**src/ahb_matrix_config.svh**
```systemverilog
`ifndef AHB_MATRIX_CONFIG_SVH
`define AHB_MATRIX_CONFIG_SVH

// --------------------------------------------------
// Bus widths
// --------------------------------------------------

`define AHB_ADDR_WIDTH          32
`define AHB_DATA_WIDTH          32
`define AHB_SLAVE_COUNT         3

// --------------------------------------------------
// Memory sizes, in words
// --------------------------------------------------

`define RESET_RAM_ADDR_WIDTH    10      // 4 KB boot memory
`define RAM_ADDR_WIDTH          12      // 16 KB main memory

// --------------------------------------------------
// Address map
// --------------------------------------------------

// Reset RAM at 0x1fc00000, compared on HADDR[28:22]
`define RESET_RAM_ADDR_MATCH    7'h7f
// GPIO at 0x1f800000, compared on HADDR[28:22]
`define GPIO_ADDR_MATCH         7'h7e
// Main RAM at 0x00000000, compared on HADDR[28:26]
`define RAM_ADDR_MATCH          3'h0

// --------------------------------------------------
// Board I/O widths
// --------------------------------------------------

`define N_SWITCHES              18
`define N_BUTTONS               5
`define N_RED_LEDS              18
`define N_GREEN_LEDS            9
`define HEX_WIDTH               24

`endif
```
**src/ahb_matrix_pkg.sv**
```systemverilog
`include "ahb_matrix_config.svh"

package ahb_matrix_pkg;

    // --------------------------------------------------
    // Bus vectors
    // --------------------------------------------------

    typedef logic [`AHB_ADDR_WIDTH-1:0]  haddr_t;
    typedef logic [`AHB_DATA_WIDTH-1:0]  hdata_t;
    typedef logic [2:0]                  hsize_t;

    // One bit per slave: 0 reset RAM, 1 main RAM, 2 GPIO
    typedef logic [`AHB_SLAVE_COUNT-1:0] slave_sel_t;

    typedef enum logic [1:0] {
        IDLE   = 2'b00,
        BUSY   = 2'b01,
        NONSEQ = 2'b10,
        SEQ    = 2'b11
    } htrans_e;

    // --------------------------------------------------
    // Address phase, common to all slaves
    // --------------------------------------------------

    typedef struct packed {
        haddr_t  haddr;
        htrans_e htrans;
        hsize_t  hsize;
        logic    hwrite;
    } ahb_req_t;

    // Data phase reply of a single slave
    typedef struct packed {
        hdata_t hrdata;
        logic   hreadyout;
        logic   hresp;      // 0 is OKAY
    } ahb_rsp_t;

endpackage

```
**src/ahb_response_mux.sv**
```systemverilog
`timescale 1ns/1ps

module ahb_response_mux (
    input  ahb_matrix_pkg::slave_sel_t sel_r,
    input  ahb_matrix_pkg::ahb_rsp_t   rsp_reset_ram,
    input  ahb_matrix_pkg::ahb_rsp_t   rsp_ram,
    input  ahb_matrix_pkg::ahb_rsp_t   rsp_gpio,
    output ahb_matrix_pkg::hdata_t     HRDATA,
    output logic                       HRESP,
    output logic                       HREADY
);

    ahb_matrix_pkg::ahb_rsp_t rsp;

    // --------------------------------------------------
    // Lowest set bit wins
    // --------------------------------------------------

    always_comb begin
        casez (sel_r)
            3'b??1:  rsp = rsp_reset_ram;
            3'b?10:  rsp = rsp_ram;
            3'b100:  rsp = rsp_gpio;
            default: rsp = rsp_ram;     // nothing selected, as after reset
        endcase
    end

    assign HRDATA = rsp.hrdata;
    assign HRESP  = rsp.hresp;

    // Ready goes back to the decoder and every slave
    assign HREADY = rsp.hreadyout;

endmodule

```
**config.mk**
```make
export PLATFORM = sky130hd
export DESIGN_NAME = ahb_response_mux
export DESIGN_NICKNAME = d
export VERILOG_FILES = /design/src/ahb_matrix_pkg.sv /design/src/ahb_response_mux.sv
export VERILOG_INCLUDE_DIRS = /design/src
export SDC_FILE = /design/constraint.sdc
export NUM_CORES = 1
export LEC_CHECK = 0
export BUFFER_PORTS_ARGS = -buffer_cell sky130_fd_sc_hd__buf_2
export CAP_MARGIN = 30
export CORE_UTILIZATION = 33
export DETAILED_ROUTE_END_ITERATION = 12
export GPL_ROUTABILITY_DRIVEN = 0
export PLACE_DENSITY = 0.82
export RECOVER_POWER = 25
export SLEW_MARGIN = 20
export SYNTH_ARGS = -nofsm -noshare
export SYNTH_HDL_FRONTEND = slang
export SYNTH_SLANG_ARGS = --single-unit
```
**constraint.sdc**
```tcl
create_clock -name vclk -period 0.8
set_input_delay 0 -clock vclk [all_inputs]
set_output_delay 0 -clock vclk [all_outputs]
set_load 0.01 [all_outputs]
```
Word level (Yosys, flattened, before mapping)

Index checks and enable logic that the tools add are counted.

Output and inout bits: 34
Logic and storage cells: 2
Input port bits: 105
Flip-flop bits (word level): 0

Eq/ne operators: 1
Muxes and demuxes: 1

Operator list:

| cell                                  | count |
|---|---|
| one-hot mux 34 bit (2 select lines)   | 1 |
| == test 3 bit (second input constant) | 1 |

Longest topological paths before layout

Gate-level depths: netlist of run 1.

Depth in word-level cells: 2
Gate-level depth with buffers: 5
Mapped depth without buffers: 2

Worst setup path before layout of run 1

No wires, ideal clock.

Path kind: input to output
Start: in sel_r[0]
End: out HRDATA[23]
Data arrival time: 0.735 ns
Stages on the path: 4
Setup slack: 0.065 ns
Required time: 0.800 ns
Buffers on the path: 3
Cells stage by stage: buf_6 > buf_2 > buf_6 > o311ai_2

Word-level cells in the longest chain between the ends: 2

RTL lines:

| what                                  | line                   | source |
|---|---|---|
| from (decl)                           | ahb_response_mux.sv:4  | `input ahb_matrix_pkg::slave_sel_t sel_r,` |
| == test 3 bit                         | ahb_response_mux.sv:20 | `casez (sel_r)` |
| one-hot mux 34 bit (2 select lines) * | ahb_response_mux.sv:20 |  |
| to (decl)                             | ahb_response_mux.sv:8  | `output ahb_matrix_pkg::hdata_t HRDATA,` |

Mark *: on every way between the ends. The rest lies on a longest branch, timed or not.

Worst setup path after layout of run 1

Start: in sel_r[1]
End: out HRDATA[28]

Word-level cells in the longest chain between the ends: 2

RTL lines:

| what                                | line |
|---|---|
| == test 3 bit                       | ahb_response_mux.sv:20 |
| one-hot mux 34 bit (2 select lines) | ahb_response_mux.sv:20 |

No other way between the ends.

==> impl_metrics.py, run 1 <==
metrics = {
    "status": {
        "outcome": "finished with violations",
        "violations": "negative setup slack",
    },
    "synth": {
        "synth_top_cell_area_share": 0.377,
        "synth_nets": 262,
        "yosys.cell_types.count": 11,
        "syn_avg_cell_area_um2": 8.25,
        "ys_seq_area_frac": 0,
        "synth_cells": 157,
        "netlist_area_um2": 1290,
        "synth_area_leader_cell": "o311ai_2",
        "synth.area.top_cells": "o311ai_2, nand4bb_1, inv_1",
        "yosysWarningCount": 0,
    },
    "routing": {
        "avgRoutedWirePerCell_um": 14.7,
        "avgViaCountPerCell": 5.18,
        "postRouteAntennaNets": 0,
        "drc": 0,
        "drt_pass1_iterations": 4,
        "wirelength_um": 4980,
        "drtIter0Drc": 42,
        "vias": 1750,
    },
    "min_path": {
        "holdPathStages": 4,
        "min_to": "HRDATA[3]",
        "min_path_type": "input pin to output port",
        "hold_start": "rsp_reset_ram[5]",
    },
    "power_and_ir_drop": {
        "p_leak_nw": 1.22,
        "max-vdd-ir-drop_v": 0.000247,
        "finalPower_mw": 1.41,
        "p_per_area_nw_per_um2": 549,
    },
    "run": {
        "maxCapViolCount": 0,
    },
    "sta": {
        "setup_ws_ns": -0.0864,
        "fin_crit_sh": 1.11,
        "max_freq_mhz": 1130,
        "fin_crit_ns": 0.886,
        "tightest_slew_ns": 0.287,
        "setup_tns_ns": -0.637,
        "slew_headroom": 0.809,
        "maxSlewViolCount": 0,
        "grt_setup_unrepaired": "true",
        "hold_viol_final": 0,
        "setup-violations-final": 31,
    },
    "finish": {
        "drive_above_1_share": 0.697,
        "seq_cell_count": 0,
        "nNetsFinal": 397,
        "diodes": 0,
        "fin_cells": 338,
        "areaGrowthSynthToFinish_pct": 97.9,
        "utilization": 0.690,
        "register_area_um2": 0,
        "clkbuf_count": 0,
        "fillCellCount": 296,
    },
    "worst_setup_path": {
        "cp_max_fo": 4,
        "worstSetupPathType": "input pin to output port",
        "critical_path_arrival_ns": 0.89,
        "required_ns": 0.80,
        "worstSetupEndpointType": "output port",
        "start_kind": "input pin",
    },
    "floorplanning": {
        "fp.dieH_um": 64.6,
        "core_um2": 3720,
        "rows": 22,
        "fp.dieW_um": 64.6,
        "io_pins": 139,
        "initial_core_util": 0.348,
        "dieArea_um2": 4180,
    },
    "global_routing": {
        "grt_pass1_vias": 1527,
        "grt_pass1_wl_um": 6760,
        "grtUsageTotal": 0.198,
        "antenna_found_initial": 0,
        "grt_max_degree": 51,
        "overflow": 0,
    },
    "placement": {
        "port_buffers": 139,
        "dp_cells": 332,
        "dp_hpwl_um": 3110,
    },
    "cts": {
        "ctsHoldBuffers": 0,
    },
}
[where the power goes]
part	switching (mW)	total, mW	internal [mW]
registers	0	0	0
clock network	0	0	0
logic	0.641	1.41	0.766
total	0.641	1.41	0.766
[metrics by stage]
step                      hold slack (ns)  setup WS (ns)  area, um2
after floorplan                     0.127         0.0647       1290
after global placement              0.301         -0.287       2010
after detailed placement            0.316         -0.301       2010
after CTS                           0.319        -0.0802       2290
after global routing                0.340         -0.104       2560
final                               0.313        -0.0864       2560
[repair_timing]
item	CTS	global route
setup buffers	4	0
cloned	1	1
resized for setup	23	21
endpoints found under the setup margin	34	34
pin swaps	3	18
[layout make-up]
| cell class | instances | area, um2 | share of cell area |
|---|---|---|---|
| inverters | 34 | 128 | 0.0498 |
| multi-input cells | 104 | 1430 | 0.559 |
| well taps | 48 | 60.1 | 0.0234 |
| repair buffers | 152 | 943 | 0.368 |
[synthesized netlist by cell type (all sizes together)]
master   number
buf          12
or4bb         1
nand2        34
inv          34
o311ai       34
and2b         1
nand4bb      33
clkbuf        8
[worst max-delay path by stage]
stage | slack, ns | startpoint | depth (start not counted) | end
after floorplan | 0.06 | sel_r[0] | 4 | HRDATA[23]
after global placement | -0.29 | sel_r[1] | 4 | HRDATA[31]
after detailed placement | -0.30 | sel_r[1] | 4 | HRESP
after CTS | -0.08 | sel_r[0] | 4 | HRDATA[28]
after global routing | -0.10 | sel_r[1] | 4 | HRDATA[28]
final | -0.09 | sel_r[1] | 4 | HRDATA[28]
[logic make-up (layout without fill, tap and decap cells)]
group | Yosys count | after routing | share of synthesized area
AO/OA/AOI/OAI | 34 | 34 | 0.404
buffers and inverters | 54 | 186 | 0.194
AND/OR/NAND/NOR | 69 | 70 | 0.402
[per-layer routing]
layer,wire (um),vias up,share of wire,track usage
met5,0,-,0,0
met4,131,0,0.026,0.0389
met3,364,11,0.073,0.0282
met2,2750,93,0.55,0.407
met1,1730,786,0.35,0.208
li1,-,860,-,-
[placed cells by master (no fill, tap or decap)]
cell type,Yosys,layout
nand2_1,34,34
buf_12,0,5
buf_16,0,2
buf_4,1,3
buf_6,5,4
o311ai_2,30,22
o311ai_4,0,12
nand4bb_4,0,14
clkbuf_16,0,1
inv_1,34,34
and2b_4,1,2
buf_8,0,1
buf_2,6,136
nand4bb_1,33,19
or4bb_1,1,1
[critical path, stage by stage]
cell	delay (ns)
buf_6	0.10
or4bb_1	0.52
o311ai_2	0.09
buf_2	0.18
Note: power is estimated with default switching activity, not from simulation.
==> inputs of run 2 (changes only) <==
BUFFER_PORTS_ARGS = -buffer_cell sky130_fd_sc_hd__clkbuf_2   (was -buffer_cell sky130_fd_sc_hd__buf_2)
==> run 2 against run 1 <==
Compared with the run above: the flow still finishes with violations (negative setup slack); largest cell class unchanged; utilization is 1.9 points lower; critical path type unchanged; count of clock-buffer cells in the layout unchanged; critical path depth increased by 1; wire length grew 3.8%.
==> impl_metrics.py, run 2 (same netlist as run 1, synthesis figures left out) <==
metrics = {
    "worst_setup_path": {
        "worstSetupEndpointType": "output port",
        "required_ns": 0.80,
        "cp_max_fo": 7,
        "critical_path_arrival_ns": 0.89,
        "worstSetupPathType": "input pin to output port",
        "start_kind": "input pin",
    },
    "routing": {
        "drc": 0,
        "avgRoutedWirePerCell_um": 15.3,
        "drt_pass1_iterations": 4,
        "wl_met2_um": 2900,
        "avgViaCountPerCell": 5.36,
        "met1_length_um": 1860,
        "vias": 1817,
        "top_layer": "met4",
        "drtIter0Drc": 64,
        "wl_met3_um": 367,
        "postRouteAntennaNets": 0,
        "wirelength_um": 5170,
    },
    "finish": {
        "fillCellCount": 288,
        "nNetsFinal": 398,
        "clkbuf_count": 0,
        "final_cell_mix": "clkbuf_2, inv_1, nand2_1",
        "mostFrequentLayoutCell": "clkbuf_2",
        "seq_cell_count": 0,
        "areaGrowthSynthToFinish_pct": 92.4,
        "register_area_um2": 0,
        "diodes": 0,
        "drive_above_1_share": 0.680,
    },
    "status": {
        "outcome": "finished with violations",
        "violations": "negative setup slack",
    },
    "placement": {
        "dp_slack_ns": -0.299,
        "port_buffers": 139,
        "dp_hpwl_um": 3280,
    },
    "sta": {
        "setup-violations-final": 34,
        "slew_headroom": 0.773,
        "setup_tns_ns": -1.32,
        "hold_viol_final": 0,
        "grt_setup_unrepaired": "true",
        "hold_slack_ns": 0.323,
        "fin_crit_sh": 1.11,
        "maxSlewViolCount": 0,
        "max_freq_mhz": 1120,
        "setup_ws_ns": -0.0899,
        "fin_crit_ns": 0.890,
        "tightest_slew_ns": 0.341,
    },
    "floorplanning": {
        "core_um2": 3720,
        "io_pins": 139,
        "rows": 22,
        "fp.dieH_um": 64.6,
        "dieArea_um2": 4180,
        "fp.dieW_um": 64.6,
        "initial_core_util": 0.348,
    },
    "power_and_ir_drop": {
        "switching_share": 0.462,
        "switchingPower_mw": 0.638,
        "max-vdd-ir-drop_v": 0.000325,
        "p_per_area_nw_per_um2": 555,
        "power_frac_seq": 0,
        "p_leak_nw": 1.23,
        "intPower_mw": 0.743,
        "finalPower_mw": 1.38,
        "combPwrFrac": 1.000,
        "clkPwrFrac": 0,
    },
    "min_path": {
        "holdPathStages": 4,
        "min_path_type": "input pin to output port",
    },
    "global_routing": {
        "grt_max_degree": 52,
        "grt_pass1_wl_um": 6900,
        "overflow": 0,
        "antenna_found_initial": 0,
        "grtUsageTotal": 0.200,
        "grt_pass1_vias": 1666,
    },
    "cts": {
        "ctsHoldBuffers": 0,
    },
    "run": {
        "maxCapViolCount": 0,
    },
}
==> run 2: layer usage <==
layer | global-route usage | up-vias
met5 | 0 | -
met4 | 0.00833 | 0
met3 | 0.0194 | 4
met2 | 0.426 | 93
met1 | 0.214 | 861
li1 | - | 859
==> run 2: worst paths after layout <==
kind | from | endpoint | slack (ns)
worst min-delay path | rsp_reset_ram[31] | HRDATA[29] | 0.32
worst max-delay path | sel_r[2] | HRDATA[20] | -0.09
==> run 2: repair_timing <==
| action | in CTS | in global routing |
|---|---|---|
| setup endpoints to repair | 34 | 34 |
| setup buffers | 3 | 0 |
| pin swaps | 2 | 2 |
| resized for setup | 19 | 38 |
| cloned | 1 | 1 |
==> run 2: area by class of cell <==
| type | instances | area, um2 | share of cell area |
|---|---|---|---|
| Inverter | 34 | 128 | 0.0512 |
| Timing Repair Buffer | 153 | 936 | 0.376 |
| Multi-Input combinational cell | 104 | 1370 | 0.549 |
| Tap cell | 48 | 60.1 | 0.0241 |
==> run 2: worst max-delay path, cell delays in order <==
cell and delay (ns):
clkbuf_16 0.13, and2b_4 0.19, buf_12 0.15, o311ai_2 0.23, buf_2 0.18
==> run 2: metrics by stage <==
step	cells	util	cell area (um2)
2_1_floorplan	157	-	1290
3_3_place_gp	334	0.546	2030
3_5_place_dp	334	0.546	2030
4_1_cts	338	0.609	2260
5_1_grt	339	0.670	2490
6_report	339	0.670	2490
==> run 2: power by group through the flow <==
stage / Combinational (mW) / Clock (mW) / Sequential, mW
floorplan: 0.616 / 0 / 0
finish: 1.38 / 0 / 0
CTS: 1.24 / 0 / 0
detailed placement: 1.09 / 0 / 0
global route: 1.47 / 0 / 0
global placement: 1.06 / 0 / 0
