**config.mk**
```make
export PLATFORM = sky130hd
export DESIGN_NAME = ahb_gpio_slave
export DESIGN_NICKNAME = d
export VERILOG_FILES = /design/src/ahb_matrix_pkg.sv /design/src/ahb_gpio_slave.sv
export VERILOG_INCLUDE_DIRS = /design/src
export SDC_FILE = /design/constraint.sdc
export NUM_CORES = 1
export LEC_CHECK = 0
export BUFFER_PORTS_ARGS = -buffer_cell sky130_fd_sc_hd__buf_2
export CELL_PAD_IN_SITES_DETAIL_PLACEMENT = 0
export CELL_PAD_IN_SITES_GLOBAL_PLACEMENT = 1
export CORE_MARGIN = 8
export CORE_UTILIZATION = 37
export CTS_CLUSTER_SIZE = 12
export DETAILED_ROUTE_END_ITERATION = 7
export MAX_ROUTING_LAYER = met4
export PLACE_DENSITY_LB_ADDON = 0.1
export SETUP_SLACK_MARGIN = 0.3
export SLEW_MARGIN = 20
export SYNTH_ARGS = -nofsm -noshare
export SYNTH_HDL_FRONTEND = slang
export SYNTH_SLANG_ARGS = --single-unit
```
**constraint.sdc**
```tcl
create_clock -name HCLK -period 6.1 [get_ports HCLK]
set_clock_uncertainty 0.05 [all_clocks]
set_input_delay 0 -clock HCLK [delete_from_list [all_inputs] [get_ports HCLK]]
set_output_delay 0 -clock HCLK [all_outputs]
set_load 0.02 [all_outputs]
```
**src/ahb_matrix_config.svh**
```systemverilog
`ifndef AHB_MATRIX_CONFIG_SVH
`define AHB_MATRIX_CONFIG_SVH

// --------------------------------------------------
// Bus widths
// --------------------------------------------------

`define AHB_ADDR_WIDTH          32
`define AHB_DATA_WIDTH          32
`define AHB_SLAVE_COUNT         3

// --------------------------------------------------
// Memory sizes, in words
// --------------------------------------------------

`define RESET_RAM_ADDR_WIDTH    10      // 4 KB boot memory
`define RAM_ADDR_WIDTH          12      // 16 KB main memory

// --------------------------------------------------
// Address map
// --------------------------------------------------

// Reset RAM at 0x1fc00000, compared on HADDR[28:22]
`define RESET_RAM_ADDR_MATCH    7'h7f
// GPIO at 0x1f800000, compared on HADDR[28:22]
`define GPIO_ADDR_MATCH         7'h7e
// Main RAM at 0x00000000, compared on HADDR[28:26]
`define RAM_ADDR_MATCH          3'h0

// --------------------------------------------------
// Board I/O widths
// --------------------------------------------------

`define N_SWITCHES              18
`define N_BUTTONS               5
`define N_RED_LEDS              18
`define N_GREEN_LEDS            9
`define HEX_WIDTH               24

`endif
```
**src/ahb_matrix_pkg.sv**
```systemverilog
`include "ahb_matrix_config.svh"

package ahb_matrix_pkg;

    // --------------------------------------------------
    // Bus vectors
    // --------------------------------------------------

    typedef logic [`AHB_ADDR_WIDTH-1:0]  haddr_t;
    typedef logic [`AHB_DATA_WIDTH-1:0]  hdata_t;
    typedef logic [2:0]                  hsize_t;

    // One bit per slave: 0 reset RAM, 1 main RAM, 2 GPIO
    typedef logic [`AHB_SLAVE_COUNT-1:0] slave_sel_t;

    typedef enum logic [1:0] {
        IDLE   = 2'b00,
        BUSY   = 2'b01,
        NONSEQ = 2'b10,
        SEQ    = 2'b11
    } htrans_e;

    // --------------------------------------------------
    // Address phase, common to all slaves
    // --------------------------------------------------

    typedef struct packed {
        haddr_t  haddr;
        htrans_e htrans;
        hsize_t  hsize;
        logic    hwrite;
    } ahb_req_t;

    // Data phase reply of a single slave
    typedef struct packed {
        hdata_t hrdata;
        logic   hreadyout;
        logic   hresp;      // 0 is OKAY
    } ahb_rsp_t;

endpackage

```
**src/ahb_gpio_slave.sv**
```systemverilog
`timescale 1ns/1ps
`include "ahb_matrix_config.svh"

module ahb_gpio_slave (
    input  logic                       HCLK,
    input  logic                       arst_n,
    input  ahb_matrix_pkg::ahb_req_t   req,
    input  logic                       hsel,
    input  logic                       hready,
    input  ahb_matrix_pkg::hdata_t     hwdata,
    output ahb_matrix_pkg::ahb_rsp_t   rsp,
    input  logic [`N_SWITCHES-1:0]     io_switches,
    input  logic [`N_BUTTONS-1:0]      io_buttons,
    output logic [`N_RED_LEDS-1:0]     io_red_leds,
    output logic [`N_GREEN_LEDS-1:0]   io_green_leds,
    output logic [`HEX_WIDTH-1:0]      io_hex
);

    // Word offsets inside the 4 MB window
    localparam logic [19:0] REG_RED_LEDS   = 20'd0;
    localparam logic [19:0] REG_GREEN_LEDS = 20'd1;
    localparam logic [19:0] REG_HEX        = 20'd2;
    localparam logic [19:0] REG_SWITCHES   = 20'd3;
    localparam logic [19:0] REG_BUTTONS    = 20'd4;

    logic                   start;
    logic                   wr_pending;
    logic [19:0]            reg_addr;
    ahb_matrix_pkg::hdata_t rdata;

    assign start = hsel & hready &
                   (req.htrans == ahb_matrix_pkg::NONSEQ || req.htrans == ahb_matrix_pkg::SEQ);

    always_ff @(posedge HCLK) begin
        if (start) begin
            reg_addr <= req.haddr[21:2];
        end
    end

    // --------------------------------------------------
    // Output registers
    // --------------------------------------------------

    always_ff @(posedge HCLK or negedge arst_n) begin
        if (!arst_n) begin
            wr_pending    <= 1'b0;
            io_red_leds   <= '0;
            io_green_leds <= '0;
            io_hex        <= '0;
        end else if (hready) begin
            wr_pending <= start & req.hwrite;
            if (wr_pending) begin
                case (reg_addr)
                    REG_RED_LEDS:   io_red_leds   <= hwdata[`N_RED_LEDS-1:0];
                    REG_GREEN_LEDS: io_green_leds <= hwdata[`N_GREEN_LEDS-1:0];
                    REG_HEX:        io_hex        <= hwdata[`HEX_WIDTH-1:0];
                    default: ;                  // read-only or unmapped
                endcase
            end
        end
    end

    // Readback of the latched offset, zero-extended
    always_comb begin
        case (reg_addr)
            REG_RED_LEDS:   rdata = ahb_matrix_pkg::hdata_t'(io_red_leds);
            REG_GREEN_LEDS: rdata = ahb_matrix_pkg::hdata_t'(io_green_leds);
            REG_HEX:        rdata = ahb_matrix_pkg::hdata_t'(io_hex);
            REG_SWITCHES:   rdata = ahb_matrix_pkg::hdata_t'(io_switches);
            REG_BUTTONS:    rdata = ahb_matrix_pkg::hdata_t'(io_buttons);
            default:        rdata = '0;
        endcase
    end

    assign rsp = '{hrdata: rdata, hreadyout: 1'b1, hresp: 1'b0};

endmodule

```
; After elaboration in Yosys (flattened, before gate mapping)
; Index checks and enable logic that the tools add are counted.
[totals]
regBits = 72
in_bits = 97
output_inout_bits = 85
wordCells = 20
[op_classes]
n_eq_ne = 6
n_mux = 1
bitwise_logic = 3
n_reduce_logical = 5
[op_table]
columns = operator, count
row1 = $pmux 24 s5, 1
row2 = $eq 20x2->1 const B, 2
row3 = $eq 20x1->1 const B, 1
row4 = $eq 20x3->1 const B, 1
row5 = $logic_not 20->1, 1
row6 = $reduce_and 3->1, 3
row7 = $eq 2x2->1 const B, 2
row8 = $and 1x1->1, 3
row9 = $logic_or 1x1->1, 1

; Depth between registers and ports, before layout
; Gate-level depths: netlist of the first run.
[logic_depth]
word_depth = 4
mapped_depth = 6
depth_no_buf = 4

; Least setup slack after synthesis of the first run
; No wires, ideal clock.
[synth_path]
kind = reg2reg
from = register reg_addr[14]
to = register io_hex[10]
setup_ps = 125
arrival_ps = 1859
required_time_ps = 5925
slack_ps = 4066
path_stages_with_launch = 6
n_path_buf = 1
synth_period_minus_slack_ps = 2034
path_cell_list = edfxtp_1 > nor4_4 > nand3_4 > nor4_4 > buf_6 > mux2_2
[synth_between]
elab_chain_len = 2
[synth_lines]
columns = item, line
row1 = "start, declared", ahb_gpio_slave.sv:28  ; logic [19:0] reg_addr;
row2 = "start signal, assigned", ahb_gpio_slave.sv:36  ; reg_addr <= req.haddr[21:2];
row3 = $eq 20x2->1, ahb_gpio_slave.sv:53  ; case (reg_addr)
row4 = $reduce_and 3->1 (no source line), -
row5 = "end signal, assigned", ahb_gpio_slave.sv:56  ; REG_HEX: io_hex <= hwdata[`HEX_WIDTH-1:0];
row6 = "end, declared", ahb_gpio_slave.sv:16  ; output logic [`HEX_WIDTH-1:0] io_hex
; Every way passes these cells.
; A chain may end at the register's enable or synchronous reset.

==> results.ini, run 1 <==
[worst_setup_path]
cp_slowest_cell = nor2_1
cp_slowest_stage_delay_ns = 0.86
crit_family = simple AND/OR/NAND/NOR gates
ff2ff_setup_slack_ns = 3.04
worstSetupPathType = reg -> out
crit_buf_inv = 1
startpoint_type = flop
ff2ff_path_depth = 5
worstPathCellList = nor2_1 -> nand2_1 -> nor3_1 -> a22o_1 -> buf_2
crit_cells = 5
cp_max_fo = 21
crit_path_end_kind = output port
worstPathArrival_ns = 3.22
r2r_start = reg_addr[1]
r2r-end = io_hex[9]
cp.required_ns = 6.05

[yosys]
synthDistinctLibCells = 28
syn_inst = 220
avgSynthCellArea_um2 = 15.4
yosysSeqAreaShare_pct = 56.1
synthTopCellsByArea = dfrtp_1 38%, edfxtp_1 18%, mux2_2 17%
ys_seq_elements = 72
syn_area_um2 = 3390
yosysWarnings = 0
yosysTopAreaCellShare_pct = 38.4
yosysTopAreaCell = dfrtp_1

[cells_and_area]
layout_commonest_cell = buf_2
fillers = 811
insertedDiodeCount = 0
area.growth.synth_to_final_pct = 43.2
final_cell_mix = 147 x buf_2, 52 x dfrtp_1, 50 x mux2_2
drive_above_1_share_pct = 57.5
seqCellArea_um2 = 1900
fin_area_um2 = 4860
multi_input_area_um2 = 1360
nets = 513

[flow_run]
maxCapViolCount = 0

[timing]
timing.fmax_ghz = 0.306
setup_viol = 0
hold_violations = 0
layout_setup_ws_ns = 2.83
layout_min_cycle_time_ns = 3.27
finalCritPeriodShare_pct = 53.6
slew_violations = 0
fin_tns_setup_ns = 0
slew_headroom_pct = 36.2
tightest_slew_ns = 0.952
grt_setup_unrepaired = no

[grt]
overflow = 0
grt_pass1_vias = 2914
grt_start_max_net_pins = 53
gr-usage-all-layers_pct = 15.6
antenna_found_initial = 0
grt_pass1_wl_mm = 15.2

[pwr]
p_per_area_nw_per_um2 = 205
switchingPower_w = 0.000216
peakVddDrop_uv = 136
intPower_w = 0.000780
p_sw_share_pct = 21.7
p_leak_nw = 2.53
p_clk_share_pct = 40.9
p_seq_share_pct = 51.0
comb_power_share_pct = 8.1

[clock_network]
cts_tree = done
cts_buffers = 9
clockBufferDepth = 2
clk_pin_slew_ns = 0.08
clock-sinks = 72
h-tree-depth = 3
post_cts_buffers = 0
ctsResizeCount = 0
clkLatencyLatePin_ns = 0.33
cts_root_buffer = clkbuf_8

[place]
hpwlAfterDp_mm = 6.63
portBuffers = 147
dp_worst_setup_slack_ns = 2.99
place_area_um2 = 4170
globalplace.congestion = 0.712

[route]
drc = 0
wl_mm = 9.14
wl_per_cell_um = 17.2
vias_per_cell = 4.77
drtAntennaViolNets = 0
firstDrtPassIters = 4
drtIter0Drc = 101
vias = 2535

[floorplan]
row_count = 35
ios = 182
dieArea_um2 = 12500
core_area_um2 = 9060
initial_core_util_pct = 37.4
fp.dieW_um = 112
die_h_um = 112

[worst_hold_path]
hp-class = in -> async

[outcome]
status = complete, no violations

==> per-stage QoR <==
| stage | power [W] | utilization [%] | cells | hold WS (ns) |
|---|---|---|---|---|
| finish | 0.000997 | 53.6 | 532 | 0.258 |
| global route | 0.00104 | 53.6 | 532 | 0.298 |
| CTS | 0.00101 | 53.6 | 532 | 0.278 |
| detailed placement | 0.000577 | 46.0 | 469 | 0.115 |
| global placement | 0.000575 | 46.0 | 469 | 0.115 |
| floorplan | 0.000545 | - | 228 | -0.346 |
==> worst min-delay path, stage by stage <==
cell and delay (ns):
dlygate4sd3_1 0.52, buf_2 0.09, buf_4 0.53
==> synthesized netlist by cell type <==
cell type and instances:
dfrtp_1 52, nor4_4 3, inv_1 2, and3_1 7
edfxtp_1 20, nand2_1 1, clkbuf_1 4, nor2b_1 1
nand2_2 1, buf_4 10, buf_6 3, a22oi_1 9
buf_12 1, and2_1 4, nand3b_1 1, conb_1 2
buf_2 3, nor2_1 11, nand3_4 1, mux2_2 50
nor4_2 2, or3_1 2, nor3_1 3, mux4_2 9
nand2b_1 1, a22o_1 6, mux2_4 10, nand4_1 1
==> sequential cells by signal, indices dropped and copies added, names as in the netlist <==
name,cells
reg_addr,20
io_red_leds,18
wr_pending,1
io_green_leds,9
io_hex,24
==> worst max path at each step <==
stage	start	end
final	reg_addr[1]	rsp[4]
after detailed placement	reg_addr[1]	io_hex[1]
after global placement	reg_addr[1]	io_hex[1]
after CTS	reg_addr[1]	rsp[5]
after global routing	reg_addr[1]	rsp[4]
after floorplan	reg_addr[14]	io_hex[10]
==> routing by layer <==
metal | track usage [%] | routed length [um] | vias to the layer above
li1 | - | - | 1198
met1 | 18.0 | 3850 | 1245
met2 | 25.2 | 4510 | 83
met3 | 4.44 | 624 | 9
met4 | 6.38 | 153 | 0
met5 | - | 0 | -
==> cell families (layout without fill, tap and decap cells) <==
| family | after synthesis | after routing | share of synthesized area, % |
|---|---|---|---|
| DFF | 72 | 72 | 56.1 |
| muxes | 69 | 69 | 27.0 |
| and+or+nand+nor | 39 | 39 | 8.26 |
| buffers and inverters | 23 | 216 | 4.91 |
| AOI/OAI and AO/OA | 15 | 15 | 3.54 |
| other | 2 | 10 | 0.221 |
==> area by class of cell <==
type                            instances  area share (%)
Timing Repair Buffer                  198            25.5
Clock inverter                          5            1.67
Multi-Input combinational cell        133            28.0
Inverter                                2           0.155
Tap cell                              111            2.86
Clock buffer                           11            2.71
Sequential cell                        72            39.2
==> repair_timing <==
action	CTS	global route
endpoints found under the setup margin	0	0
hold endpoints to repair	124	0
hold buffers	47	0
==> power by group through the flow <==
stage          combinational [W]  sequential [W]  clock (W)
2_1_floorplan          0.0000293        0.000516          0
3_3_place_gp           0.0000569        0.000519          0
3_5_place_dp           0.0000578        0.000519          0
4_1_cts                0.0000814        0.000509   0.000420
5_1_grt                0.0000894        0.000510   0.000441
6_report               0.0000807        0.000509   0.000407
Power figures use the tool's default switching activity.
==> run 2, diff against run 1 <==
CORE_UTILIZATION = 35   (was 37)
clock period = 3.19 ns   (was 6.1 ns; I/O delays follow)
==> results.ini, run 2 (same netlist as run 1, synthesis figures left out) <==
[cells_and_area]
insertedDiodeCount = 0
regMostFlops = io_hex
multi_input_area_um2 = 1360
nets = 520
layout_commonest_cell = buf_2
largest_reg_flops = 24
final_cell_mix = 147 x buf_2, 52 x dfrtp_1, 50 x mux2_2
drive_above_1_share_pct = 58.4
area.growth.synth_to_final_pct = 44.6
seqCellArea_um2 = 1900
fillers = 902
largestRegisters = io_hex x24, reg_addr x20, io_red_leds x18

[clock_network]
cts_root_buffer = clkbuf_8
clkLatencyLatePin_ns = 0.34
cts_tree = done
h-tree-depth = 3
clockBufferDepth = 2
clk_pin_slew_ns = 0.08
clock-sinks = 72
hold_buffers = 47
ctsResizeCount = 0
cts_buffers = 9
post_cts_buffers = 0

[timing]
holdWs_ns = 0.178
grt_setup_unrepaired = no
hold_violations = 0
slew_violations = 0
timing.fmax_ghz = 0.427
tightest_slew_ns = 0.921
setup_viol = 0
layout_min_cycle_time_ns = 2.34
fin_tns_setup_ns = 0
slew_headroom_pct = 38.6
finalCritPeriodShare_pct = 73.4

[worst_setup_path]
r2r-end = io_red_leds[7]
cp.required_ns = 3.14
cp-endpoint = rsp[18]
cp-startpoint = reg_addr[5]
worstSetupPathType = reg -> out
worstPathArrival_ns = 2.29
ff2ff_path_depth = 5
r2r_start = reg_addr[5]
crit_path_end_kind = output port
startpoint_type = flop
ff2ff_setup_slack_ns = 0.88
cp_max_fo = 9

[pwr]
peakVddDrop_uv = 250
p_sw_share_pct = 23.5
intPower_w = 0.00138
p_leak_nw = 2.56
p_per_area_nw_per_um2 = 367
p_clk_share_pct = 37.1
p_seq_share_pct = 53.8
switchingPower_w = 0.000424
comb_power_share_pct = 9.1

[worst_hold_path]
hp-class = in -> async

[route]
drtIter0Drc = 108
wl_mm = 9.75
vias_per_cell = 4.60
wl_per_cell_um = 17.4
firstDrtPassIters = 4
vias = 2582
drc = 0
drtAntennaViolNets = 0

[floorplan]
row_count = 36
dieArea_um2 = 13100
initial_core_util_pct = 35.4
die_h_um = 114
fp.dieW_um = 114
core_area_um2 = 9590
ios = 182

[grt]
grt_pass1_wl_mm = 15.4
antenna_found_initial = 0
grt_start_max_net_pins = 29
grt_pass1_vias = 2957
gr-usage-all-layers_pct = 15.8
overflow = 0

[place]
portBuffers = 147
hpwlAfterDp_mm = 7.05
globalplace.congestion = 0.721

[flow_run]
maxCapViolCount = 0

[outcome]
status = complete, no violations

[run 2: worst max-delay path, cell delays in order, from the launching register on]
cell and delay (ns):
edfxtp_1 0.37, nor3_1 0.45, nand3_4 0.20, or3_1 0.57, nor2_1 0.18, buf_2 0.18
[run 2: how the worst min path moves through the flow]
| stage | to | slack, ns |
|---|---|---|
| global placement | io_red_leds[11] | 0.01 |
| finish | io_hex[11] | 0.18 |
| detailed placement | io_hex[11] | 0.01 |
| global route | io_hex[11] | 0.23 |
| CTS | io_hex[11] | 0.17 |
| floorplan | io_green_leds[0] | -0.35 |
[run 2: area by class of cell]
class | instances | share of cell area [%]
flip-flops and latches | 72 | 38.8
multi-input cells | 133 | 27.7
repair buffers | 205 | 26.3
well taps | 133 | 3.39
clock buffers | 11 | 3.11
clock inverters | 5 | 0.612
inverters | 2 | 0.153
[run 2: layer usage]
metal	track usage, %	wire, um	vias to the layer above
li1	-	-	1204
met1	18.1	4200	1272
met2	25.6	4720	98
met3	5.33	733	8
met4	4.53	95	0
met5	-	0	-
[run 2: stage by stage]
step	worst slack, ns	total power (W)	cell area [um^2]	instances	utilization, %
2_1_floorplan	1.16	0.00104	3420	228	-
3_3_place_gp	0.868	0.00111	4250	498	44.3
3_5_place_dp	0.845	0.00111	4250	498	44.3
4_1_cts	0.781	0.00182	4910	561	51.1
5_1_grt	0.684	0.00188	4910	561	51.1
6_report	0.848	0.00180	4910	561	51.1
[run 2: power by group through the flow]
stage               Clock (W)  Sequential [W]  Combinational, W
floorplan                   0        0.000987         0.0000561
global placement            0        0.000987          0.000118
detailed placement          0        0.000988          0.000120
CTS                  0.000690        0.000969          0.000166
global route         0.000733        0.000970          0.000181
finish               0.000669        0.000969          0.000164
