**config.mk**
```make
export PLATFORM = sky130hd
export DESIGN_NAME = ahb_address_decoder
export DESIGN_NICKNAME = d
export VERILOG_FILES = /design/src/ahb_matrix_pkg.sv /design/src/ahb_address_decoder.sv
export VERILOG_INCLUDE_DIRS = /design/src
export SDC_FILE = /design/constraint.sdc
export NUM_CORES = 1
export LEC_CHECK = 0
export ABC_AREA = 1
export BUFFER_PORTS_ARGS = -buffer_cell sky130_fd_sc_hd__buf_2
export CORE_AREA = 2 2 39 41
export DETAILED_ROUTE_END_ITERATION = 16
export DIE_AREA = 0 0 41 43
export PLACE_DENSITY = 0.51
export SKIP_CTS_REPAIR_TIMING = 1
export SYNTH_ARGS = -nofsm -noshare
export SYNTH_HDL_FRONTEND = slang
export SYNTH_SLANG_ARGS = --single-unit
```
**constraint.sdc**
```tcl
create_clock -name HCLK -period 1.05 [get_ports HCLK]
set_input_delay 0.21 -clock HCLK [delete_from_list [all_inputs] [get_ports HCLK]]
set_output_delay 0.21 -clock HCLK [all_outputs]
set_load 0.05 [all_outputs]
```
**src/ahb_matrix_config.svh**
```systemverilog
`ifndef AHB_MATRIX_CONFIG_SVH
`define AHB_MATRIX_CONFIG_SVH

// --------------------------------------------------
// Bus widths
// --------------------------------------------------

`define AHB_ADDR_WIDTH          32
`define AHB_DATA_WIDTH          32
`define AHB_SLAVE_COUNT         3

// --------------------------------------------------
// Memory sizes, in words
// --------------------------------------------------

`define RESET_RAM_ADDR_WIDTH    10      // 4 KB boot memory
`define RAM_ADDR_WIDTH          12      // 16 KB main memory

// --------------------------------------------------
// Address map
// --------------------------------------------------

// Reset RAM at 0x1fc00000, compared on HADDR[28:22]
`define RESET_RAM_ADDR_MATCH    7'h7f
// GPIO at 0x1f800000, compared on HADDR[28:22]
`define GPIO_ADDR_MATCH         7'h7e
// Main RAM at 0x00000000, compared on HADDR[28:26]
`define RAM_ADDR_MATCH          3'h0

// --------------------------------------------------
// Board I/O widths
// --------------------------------------------------

`define N_SWITCHES              18
`define N_BUTTONS               5
`define N_RED_LEDS              18
`define N_GREEN_LEDS            9
`define HEX_WIDTH               24

`endif
```
**src/ahb_matrix_pkg.sv**
```systemverilog
`include "ahb_matrix_config.svh"

package ahb_matrix_pkg;

    // --------------------------------------------------
    // Bus vectors
    // --------------------------------------------------

    typedef logic [`AHB_ADDR_WIDTH-1:0]  haddr_t;
    typedef logic [`AHB_DATA_WIDTH-1:0]  hdata_t;
    typedef logic [2:0]                  hsize_t;

    // One bit per slave: 0 reset RAM, 1 main RAM, 2 GPIO
    typedef logic [`AHB_SLAVE_COUNT-1:0] slave_sel_t;

    typedef enum logic [1:0] {
        IDLE   = 2'b00,
        BUSY   = 2'b01,
        NONSEQ = 2'b10,
        SEQ    = 2'b11
    } htrans_e;

    // --------------------------------------------------
    // Address phase, common to all slaves
    // --------------------------------------------------

    typedef struct packed {
        haddr_t  haddr;
        htrans_e htrans;
        hsize_t  hsize;
        logic    hwrite;
    } ahb_req_t;

    // Data phase reply of a single slave
    typedef struct packed {
        hdata_t hrdata;
        logic   hreadyout;
        logic   hresp;      // 0 is OKAY
    } ahb_rsp_t;

endpackage

```
**src/ahb_address_decoder.sv**
```systemverilog
`timescale 1ns/1ps
`include "ahb_matrix_config.svh"

module ahb_address_decoder (
    input  logic                       HCLK,
    input  logic                       arst_n,
    input  ahb_matrix_pkg::haddr_t     haddr,
    input  logic                       hready,
    output ahb_matrix_pkg::slave_sel_t sel,
    output ahb_matrix_pkg::slave_sel_t sel_r
);

    // --------------------------------------------------
    // Address phase select
    // --------------------------------------------------

    // Reset RAM, 4 MB window at 0x1fc00000
    assign sel[0] = (haddr[28:22] == `RESET_RAM_ADDR_MATCH);

    // Main RAM, 64 MB window at 0x00000000
    assign sel[1] = (haddr[28:26] == `RAM_ADDR_MATCH);

    // GPIO, 4 MB window at 0x1f800000
    assign sel[2] = (haddr[28:22] == `GPIO_ADDR_MATCH);

    // --------------------------------------------------
    // Data phase select
    // --------------------------------------------------

    // Steers the response mux for the transfer now in its data phase
    always_ff @(posedge HCLK or negedge arst_n) begin
        if (!arst_n) begin
            sel_r <= '0;                // mux falls back to main RAM
        end else if (hready) begin
            sel_r <= sel;
        end
    end

endmodule

```
# Word level (Yosys, flattened, before mapping)
# Index checks and enable logic that the tools add are counted.
[classes]
n_eq_ne = 2
reduce_logical = 1
[ops]
columns = ["cell", "count"]
rows = [
  ["equality test 7 bit, second input constant", 2],
  ["logical NOT 3 bit", 1],
]
[word_totals]
ff_bits = 3
input_bits = 35
out_inout_bits = 6
word_cells = 4

# Longest topological paths before layout
# Gate-level depths: netlist (run 1).
[logic_depth]
ltp_word = 1
ltp_mapped = 5
ltp_nobuf = 5

# Least setup slack after synthesis (run 1)
# OpenSTA, ideal clock, no wires.
[synth_path]
path_type = "in2out"
start = "input haddr[26]"
end = "output sel[0]"
arrival_time_ns = 1.467
required_ns = 0.840
setup_slack_ns = -0.627
cell_stages = 4
path_buffers = 0
path_cell_list = "nand2_1 nor2_2 inv_1 nor3_1"
[synth_via]
elab_chain_cells = 1
[synth_lines]
columns = ["element", "line_no", "text"]
rows = [
  ["start, declared", "ahb_address_decoder.sv:7", "input ahb_matrix_pkg::haddr_t haddr,"],
  ["equality test 7 bit (no source line)", "-", ""],
  ["end, declared", "ahb_address_decoder.sv:9", "output ahb_matrix_pkg::slave_sel_t sel,"],
]
# Every way passes these cells.

# Worst setup path after layout (run 1)
[layout_path]
start = "input haddr[26]"
end = "output sel[1]"
[layout_via]
elab_chain_cells = 1
[layout_lines]
columns = ["element"]
rows = [
  ["logical NOT 3 bit (no source line)"],
]
# Every way passes these cells.

==> impl_metrics.ini, run 1 <==
[outcome]
status = complete, no violations

[detailed_routing]
ant_nets = 0
drtIter0Drc = 6
vias = 246
avgRoutedWirePerCell_um = 7.710
drc = 0
dr.pass1.iters = 4
routed_wl_um = 532
routed_via_density = 3.565

[die]
rows = 14
initial_core_util_pct = 12.30
die_h_um = 43
die-width_um = 41
coreArea_um2 = 1384
io_pins = 41
die_area_um2 = 1763

[timing]
period_needed_ns = 1.016
relSlewSlack_pct = 89.02
worst_pin_slew_ns = 0.1642
skew_ns = 0
hold_viol = 0
final-max-slew-violation-count = 0
fin_hold_ws_ns = 0.2363
fin_setup_tns_ns = 0
rsz0062_at_grt = false
fmax_mhz = 984.6
setup_viol = 0
period_share_pct = 96.73

[worst_setup_path]
slowest_stage = nor3_4
path_delay_family = buffers and inverters
startpoint = haddr[26]
crit_top_cell = buf_6
cp-start-kind = input pin
critPathKind = input pin to primary output
slowest_delay_ns = 0.20
reg2regPathDepth = 2
critical_path_peak_fanout = 2
crit_path_end_kind = primary output
worst-path-buf-inv = 3
r2r_end = sel_r[1]
r2r_start = sel_r[1]
crit_chain = buf_8 -> buf_6 -> nor3_4 -> buf_6
ff2ff_setup_slack_ns = 0.46
worstPathRequired_ns = 0.84
arrival_ns = 0.81

[cts]
htree_levels = 1
clock_latency_ns = 0.23
cts_buffer_depth = 2
clock_sinks = 3
cts_tree = yes
clk_pin_slew_worst_paths_ns = 0.04
root_buffer = clkbuf_4
cts_made_buffers = 3

[global_routing]
grt_pass1_vias = 228
gr-total-overflow = 0
grt_first_pass_wirelength_um = 814
antenna_found_initial = 0
grt_max_degree = 5
grtUsageTotal_pct = 6.862

[layout]
largestRegisters = sel_r: 3 flops
nets = 89
largest_reg_flops = 3
syn_to_final_growth_pct = 177.2
drive_gt1_share_pct = 62.26
final_cells = 69
antennaDiodeCount = 0
postLayoutCoreUtil_pct = 34.09
top_register = sel_r

[synthesis]
ys_seq_elements = 3
synth.avg_cell_area_um2 = 6.545
synthesis.area_um2 = 170.2
ys_seq_area_share_pct = 44.12
ys.warnings.count = 0
synth_nets = 61
synth_cell_types = 7
syn_inst = 26

[job]
cap_violations = 0

[place]
hpwlAfterDp_um = 430
dp.cells = 63
portBuffers = 15
gp_congestion = 0.6600

[min_path]
hold_depth = 3
hold_path.class = input pin to flip-flop
hold_end = sel_r[1]
hp-start = hready

[power_and_ir_drop]
p_per_area_nw_per_um2 = 940.2
ir_drop_mv = 0.4442
power.leakage_nw = 0.2557
p_total_uw = 443.5
## power by group
part           switching [mW]  internal [mW]
combinational          0.0611         0.0593
clock                  0.0605          0.142
sequential            0.00116          0.119
total                   0.123          0.321
## worst min-delay path, stage by stage
cell     delay (ns)
buf_2          0.11
nand2_1        0.05
nand2_1        0.06
## area by class of cell
| cell class | count | area [um2] |
|---|---|---|
| clock buffer | 4 | 26.28 |
| tap | 16 | 20.02 |
| sequential | 3 | 75.07 |
| timing repair buffer | 23 | 197.7 |
| multi-input combinational | 19 | 137.6 |
| inverter | 4 | 15.01 |
| fill | 149 | 912.1 |
## cell usage in the layout (no fill, tap or decap), drive strengths merged
| cell type | Yosys | layout |
|---|---|---|
| dlygate4sd3 | 0 | 1 |
| inv | 4 | 4 |
| clkbuf | 0 | 6 |
| nor2 | 3 | 3 |
| nand2 | 11 | 11 |
| nand3 | 2 | 2 |
| dfrtp | 3 | 3 |
| nor3 | 3 | 3 |
| buf | 0 | 20 |
## Yosys cell counts, drive strengths merged
library cell	instances	share of area, %
nor2	3	8.1
nor3	3	8.8
nand3	2	5.9
nand2	11	24
inv	4	8.8
dfrtp	3	44
## how the worst max path moves through the flow
stage	endpoint	cells after the start
after floorplan	sel[2]	4
after global placement	sel[2]	6
after detailed placement	sel[2]	6
after CTS	sel[2]	6
after global routing	sel[2]	6
final	sel[1]	4
## cells by family after synthesis
kind of cell / count (synthesis) / share of synthesized area (%)
buffers and inverters: 4 / 8.821
flip-flops: 3 / 44.12
AND/OR/NAND/NOR: 19 / 47.06
## metrics by stage
step,cell area (um2),setup WS [ns]
floorplan,225.2,-0.03832
global placement,365.4,-0.1552
detailed placement,365.4,-0.1822
CTS,391.6,-0.1825
global route,471.7,0.002918
finish,471.7,0.03437
## metal layers
layer	wire length (um)	up-vias	track usage, %	part of all wire, %
li1	-	136	-	-
met1	230	101	8.170	43
met2	268	9	9.688	50
met3	34	0	1.571	6.4
met4	0	0	6.000	0
met5	0	-	0	0
Note: power is estimated with default switching activity, not from simulation.
==> run 2, diff against run 1 <==
--- a/config.mk
+++ b/config.mk
@@ -11,7 +11,7 @@
 export CORE_AREA = 2 2 39 41
 export DETAILED_ROUTE_END_ITERATION = 16
 export DIE_AREA = 0 0 41 43
-export PLACE_DENSITY = 0.51
+export PLACE_DENSITY = 0.5
 export SKIP_CTS_REPAIR_TIMING = 1
 export SYNTH_ARGS = -nofsm -noshare
 export SYNTH_HDL_FRONTEND = slang
==> impl_metrics.ini, run 2 (synthesis gave the netlist of run 1 again) <==
[place]
place_area_um2 = 365.4
detailedPlace.worstSlack_ns = -0.1590
portBuffers = 15
hpwlAfterDp_um = 420
gp_congestion = 0.6256

[worst_setup_path]
arrival_ns = 0.83
critical_path_peak_fanout = 2
crit_chain = buf_2 -> buf_4 -> nor3_4 -> buf_6
slowest_delay_ns = 0.20
critPathKind = input pin to primary output
cp-start-kind = input pin
crit_path_end_kind = primary output
worstPathRequired_ns = 0.84
slowest_stage = nor3_4

[min_path]
hold_path.class = input pin to flip-flop

[power_and_ir_drop]
switchingPower_uw = 116.1
sw_frac_of_total_pct = 27.09
seq_power_share_pct = 28.1
p_per_area_nw_per_um2 = 951.6
power.leakage_nw = 0.2494
p_int_uw = 312.5
combPwrFrac_pct = 26.0
ir_drop_mv = 0.5696
clkPwrFrac_pct = 46.0

[timing]
fmax_mhz = 966.1
worst_pin_slew_ns = 0.1650
fin_hold_ws_ns = 0.2234
setup_viol = 0
hold_viol = 0
setup_ws_ns = 0.01490
skew_ns = 0
relSlewSlack_pct = 88.97
rsz0062_at_grt = true
final-max-slew-violation-count = 0
period_share_pct = 98.58
fin_setup_tns_ns = 0
period_needed_ns = 1.035

[layout]
nets = 89
fill_cells = 146
drive_gt1_share_pct = 60.38
largest_reg_flops = 3
largestRegisters = sel_r: 3 flops
multiInputGateArea_um2 = 137.6
top_register = sel_r
layout_commonest_cell = nand2_1
ff_latch_area_um2 = 75.07
layout_common_cells = nand2_1 (9), buf_4 (8), buf_2 (7)
syn_to_final_growth_pct = 164.7
antennaDiodeCount = 0
postLayoutCoreUtil_pct = 32.55
final_area_um2 = 450.4

[detailed_routing]
vias = 243
avgRoutedWirePerCell_um = 7.290
drc = 0
routed_via_density = 3.522
routed_wl_um = 503
dr.pass1.iters = 2
ant_nets = 0
drtIter0Drc = 3

[die]
io_pins = 41
die_h_um = 43
coreArea_um2 = 1384
die_area_um2 = 1763
initial_core_util_pct = 12.30
rows = 14
die-width_um = 41

[cts]
cts_buffer_depth = 2
cts_made_buffers = 3
clock_latency_ns = 0.23
root_buffer = clkbuf_4
cts_tree = yes
htree_levels = 1
clk_pin_slew_worst_paths_ns = 0.03
clock_sinks = 3

[job]
cap_violations = 0

[global_routing]
grt_first_pass_wirelength_um = 731
antenna_found_initial = 0
gr-total-overflow = 0
grt_pass1_vias = 210
grtUsageTotal_pct = 6.458
grt_max_degree = 5

[outcome]
status = complete, no violations
run 2: worst max-delay path, delay by kind of cell:
| family | cells | cell delay [ns] |
|---|---|---|
| buf+inv | 3 | 0.41 |
| simple gates | 1 | 0.20 |
run 2: per-stage QoR:
step	total power, mW	instances
2_1_floorplan	0.1669	26
3_3_place_gp	0.2176	63
3_5_place_dp	0.2186	63
4_1_cts	0.4265	67
5_1_grt	0.4625	69
6_report	0.4286	69
run 2: final timing paths:
path,from,depth (start not counted),slack (ns),end
setup / recovery,haddr[28],4,0.01,sel[1]
hold / removal,hready,3,0.22,sel_r[1]
setup reg to reg,sel_r[0],2,0.45,sel_r[0]
hold reg to reg,sel_r[2],2,0.47,sel_r[2]
max in group asynchronous,arst_n,2,0.63,sel_r[0]
min in group asynchronous,arst_n,2,0.31,sel_r[2]
run 2: cell type report:
cell class                 instances  share of cell area [%]
multi-input combinational         19                   30.56
tap                               16                   4.444
clock buffer                       4                   5.833
sequential                         3                   16.67
inverter                           4                   3.333
timing repair buffer              23                   39.17
run 2: power by group through the flow:
| stage | Clock [mW] | Sequential [mW] | Combinational (mW) |
|---|---|---|---|
| after detailed placement | 0 | 0.122 | 0.0970 |
| after global placement | 0 | 0.122 | 0.0960 |
| after global routing | 0.222 | 0.121 | 0.120 |
| final | 0.197 | 0.120 | 0.111 |
| after CTS | 0.209 | 0.120 | 0.0972 |
| after floorplan | 0 | 0.131 | 0.0356 |
run 2: metal layers:
metal,track usage [%],share of wire [%],vias to the layer above
met5,0,0,-
met4,6.000,0,0
met3,1.571,6.2,0
met2,8.750,49,10
met1,7.843,45,99
li1,-,-,134
==> run 3, diff against run 2 <==
--- a/config.mk
+++ b/config.mk
@@ -8,9 +8,9 @@
 export LEC_CHECK = 0
 export ABC_AREA = 1
 export BUFFER_PORTS_ARGS = -buffer_cell sky130_fd_sc_hd__buf_2
-export CORE_AREA = 2 2 39 41
+export CORE_AREA = 5 5 42 44
 export DETAILED_ROUTE_END_ITERATION = 16
-export DIE_AREA = 0 0 41 43
+export DIE_AREA = 0 0 47 49
 export PLACE_DENSITY = 0.5
 export SKIP_CTS_REPAIR_TIMING = 1
 export SYNTH_ARGS = -nofsm -noshare
==> impl_metrics.ini, run 3 (synthesis gave the netlist of run 1 again) <==
[worst_setup_path]
arrival_ns = 0.81
worstPathRequired_ns = 0.84
ff2ff_setup_slack_ns = 0.46
r2r_start = sel_r[1]
critPathKind = input pin to primary output
critical_path_peak_fanout = 2
reg2regPathDepth = 2
cp-start-kind = input pin
crit_path_end_kind = primary output
r2r_end = sel_r[1]

[min_path]
hold_path.class = input pin to flip-flop
hold_depth = 3
hold_end = sel_r[1]
hp-start = hready

[layout]
final_area_um2 = 459.2
antennaDiodeCount = 0
largest_reg_flops = 3
nets = 89
layout_common_cells = nand2_1 (8), buf_4 (8), buf_2 (6), buf_6 (6), clkbuf_4 (5)
largestRegisters = sel_r: 3 flops
syn_to_final_growth_pct = 169.9
top_register = sel_r
final_cells = 69
postLayoutCoreUtil_pct = 32.77
drive_gt1_share_pct = 64.15
fill_cells = 163

[timing]
skew_ns = 0
final-max-slew-violation-count = 0
fin_hold_ws_ns = 0.2370
setup_ws_ns = 0.02797
setup_viol = 0
hold_viol = 0
period_needed_ns = 1.022
relSlewSlack_pct = 89.18
worst_pin_slew_ns = 0.1617
period_share_pct = 97.34
fmax_mhz = 978.4
rsz0062_at_grt = true

[cts]
clock_sinks = 3
cts_tree = yes
clock_latency_ns = 0.23
clk_pin_slew_worst_paths_ns = 0.04
htree_levels = 1
cts_buffer_depth = 2
cts_made_buffers = 3
root_buffer = clkbuf_4

[die]
rows = 14
coreArea_um2 = 1401
initial_core_util_pct = 12.14
die_h_um = 49
io_pins = 41
die_area_um2 = 2303
die-width_um = 47

[place]
gp_congestion = 0.6350
detailedPlace.worstSlack_ns = -0.1875
portBuffers = 15
hpwlAfterDp_um = 462.4
place_area_um2 = 365.4
dp.cells = 63

[detailed_routing]
ant_nets = 0
dr.pass1.iters = 1
drtIter0Drc = 0
routed_via_density = 3.652
routed_wl_um = 565
vias = 252
drc = 0
avgRoutedWirePerCell_um = 8.188

[power_and_ir_drop]
p_int_uw = 316.0
sw_frac_of_total_pct = 27.80
switchingPower_uw = 121.6
p_per_area_nw_per_um2 = 953.0
combPwrFrac_pct = 26.4
clkPwrFrac_pct = 46.1
seq_power_share_pct = 27.4
power.leakage_nw = 0.2507
ir_drop_mv = 0.3513

[outcome]
status = complete, no violations

[global_routing]
antenna_found_initial = 0
grtUsageTotal_pct = 5.367
gr-total-overflow = 0
grt_pass1_vias = 249
grt_max_degree = 5
grt_first_pass_wirelength_um = 883

[job]
cap_violations = 0
==> run 3: cell count changes in the layout (fill, tap and decap cells not counted) <==
cell / delta
nand2_1: -1
nand2_2: +1
buf_6: +1
inv_2: +1
buf_2: -1
inv_1: -1
==> run 3: worst max path at each step <==
stage               startpoint  endpoint  slack (ns)  cells past startpoint
global route         haddr[22]    sel[2]      0.0006                      5
CTS                  haddr[26]    sel[2]       -0.19                      6
global placement     haddr[26]    sel[2]       -0.16                      6
finish               haddr[28]    sel[1]        0.03                      4
detailed placement   haddr[26]    sel[2]       -0.19                      6
floorplan            haddr[26]    sel[2]       -0.04                      4
==> run 3: metal layers <==
metal	share of wire (%)	GRT usage (%)	up-vias
li1	-	-	136
met1	37	5.322	106
met2	50	7.919	10
met3	13	2.952	0
met4	0	4.147	0
met5	0	0	-
==> run 3: metrics by stage <==
stage / TNS (ns) / total power, mW
final: 0 / 0.4376
after global routing: 0 / 0.4722
after CTS: -0.4248 / 0.4320
after detailed placement: -0.4254 / 0.2189
after global placement: -0.3911 / 0.2179
after floorplan: -0.05074 / 0.1669
==> run 3: cell type report <==
class,count,area (um2),area share (%)
multi-input combinational,19,140.1,30.52
clock buffer,4,26.28,5.722
timing repair buffer,23,182.7,39.78
inverter,4,15.01,3.270
tap,16,20.02,4.360
sequential,3,75.07,16.35
==> run 3: power by group through the flow <==
stage / logic [mW] / registers, mW / clock network, mW
after floorplan: 0.0356 / 0.131 / 0
after global placement: 0.0962 / 0.122 / 0
after detailed placement: 0.0974 / 0.121 / 0
after CTS: 0.0978 / 0.120 / 0.214
after global routing: 0.124 / 0.120 / 0.228
final: 0.116 / 0.120 / 0.202
==> run 3: critical path: stages <==
cell    delay, ns
buf_6        0.09
buf_4        0.13
nor3_4       0.20
buf_6        0.18
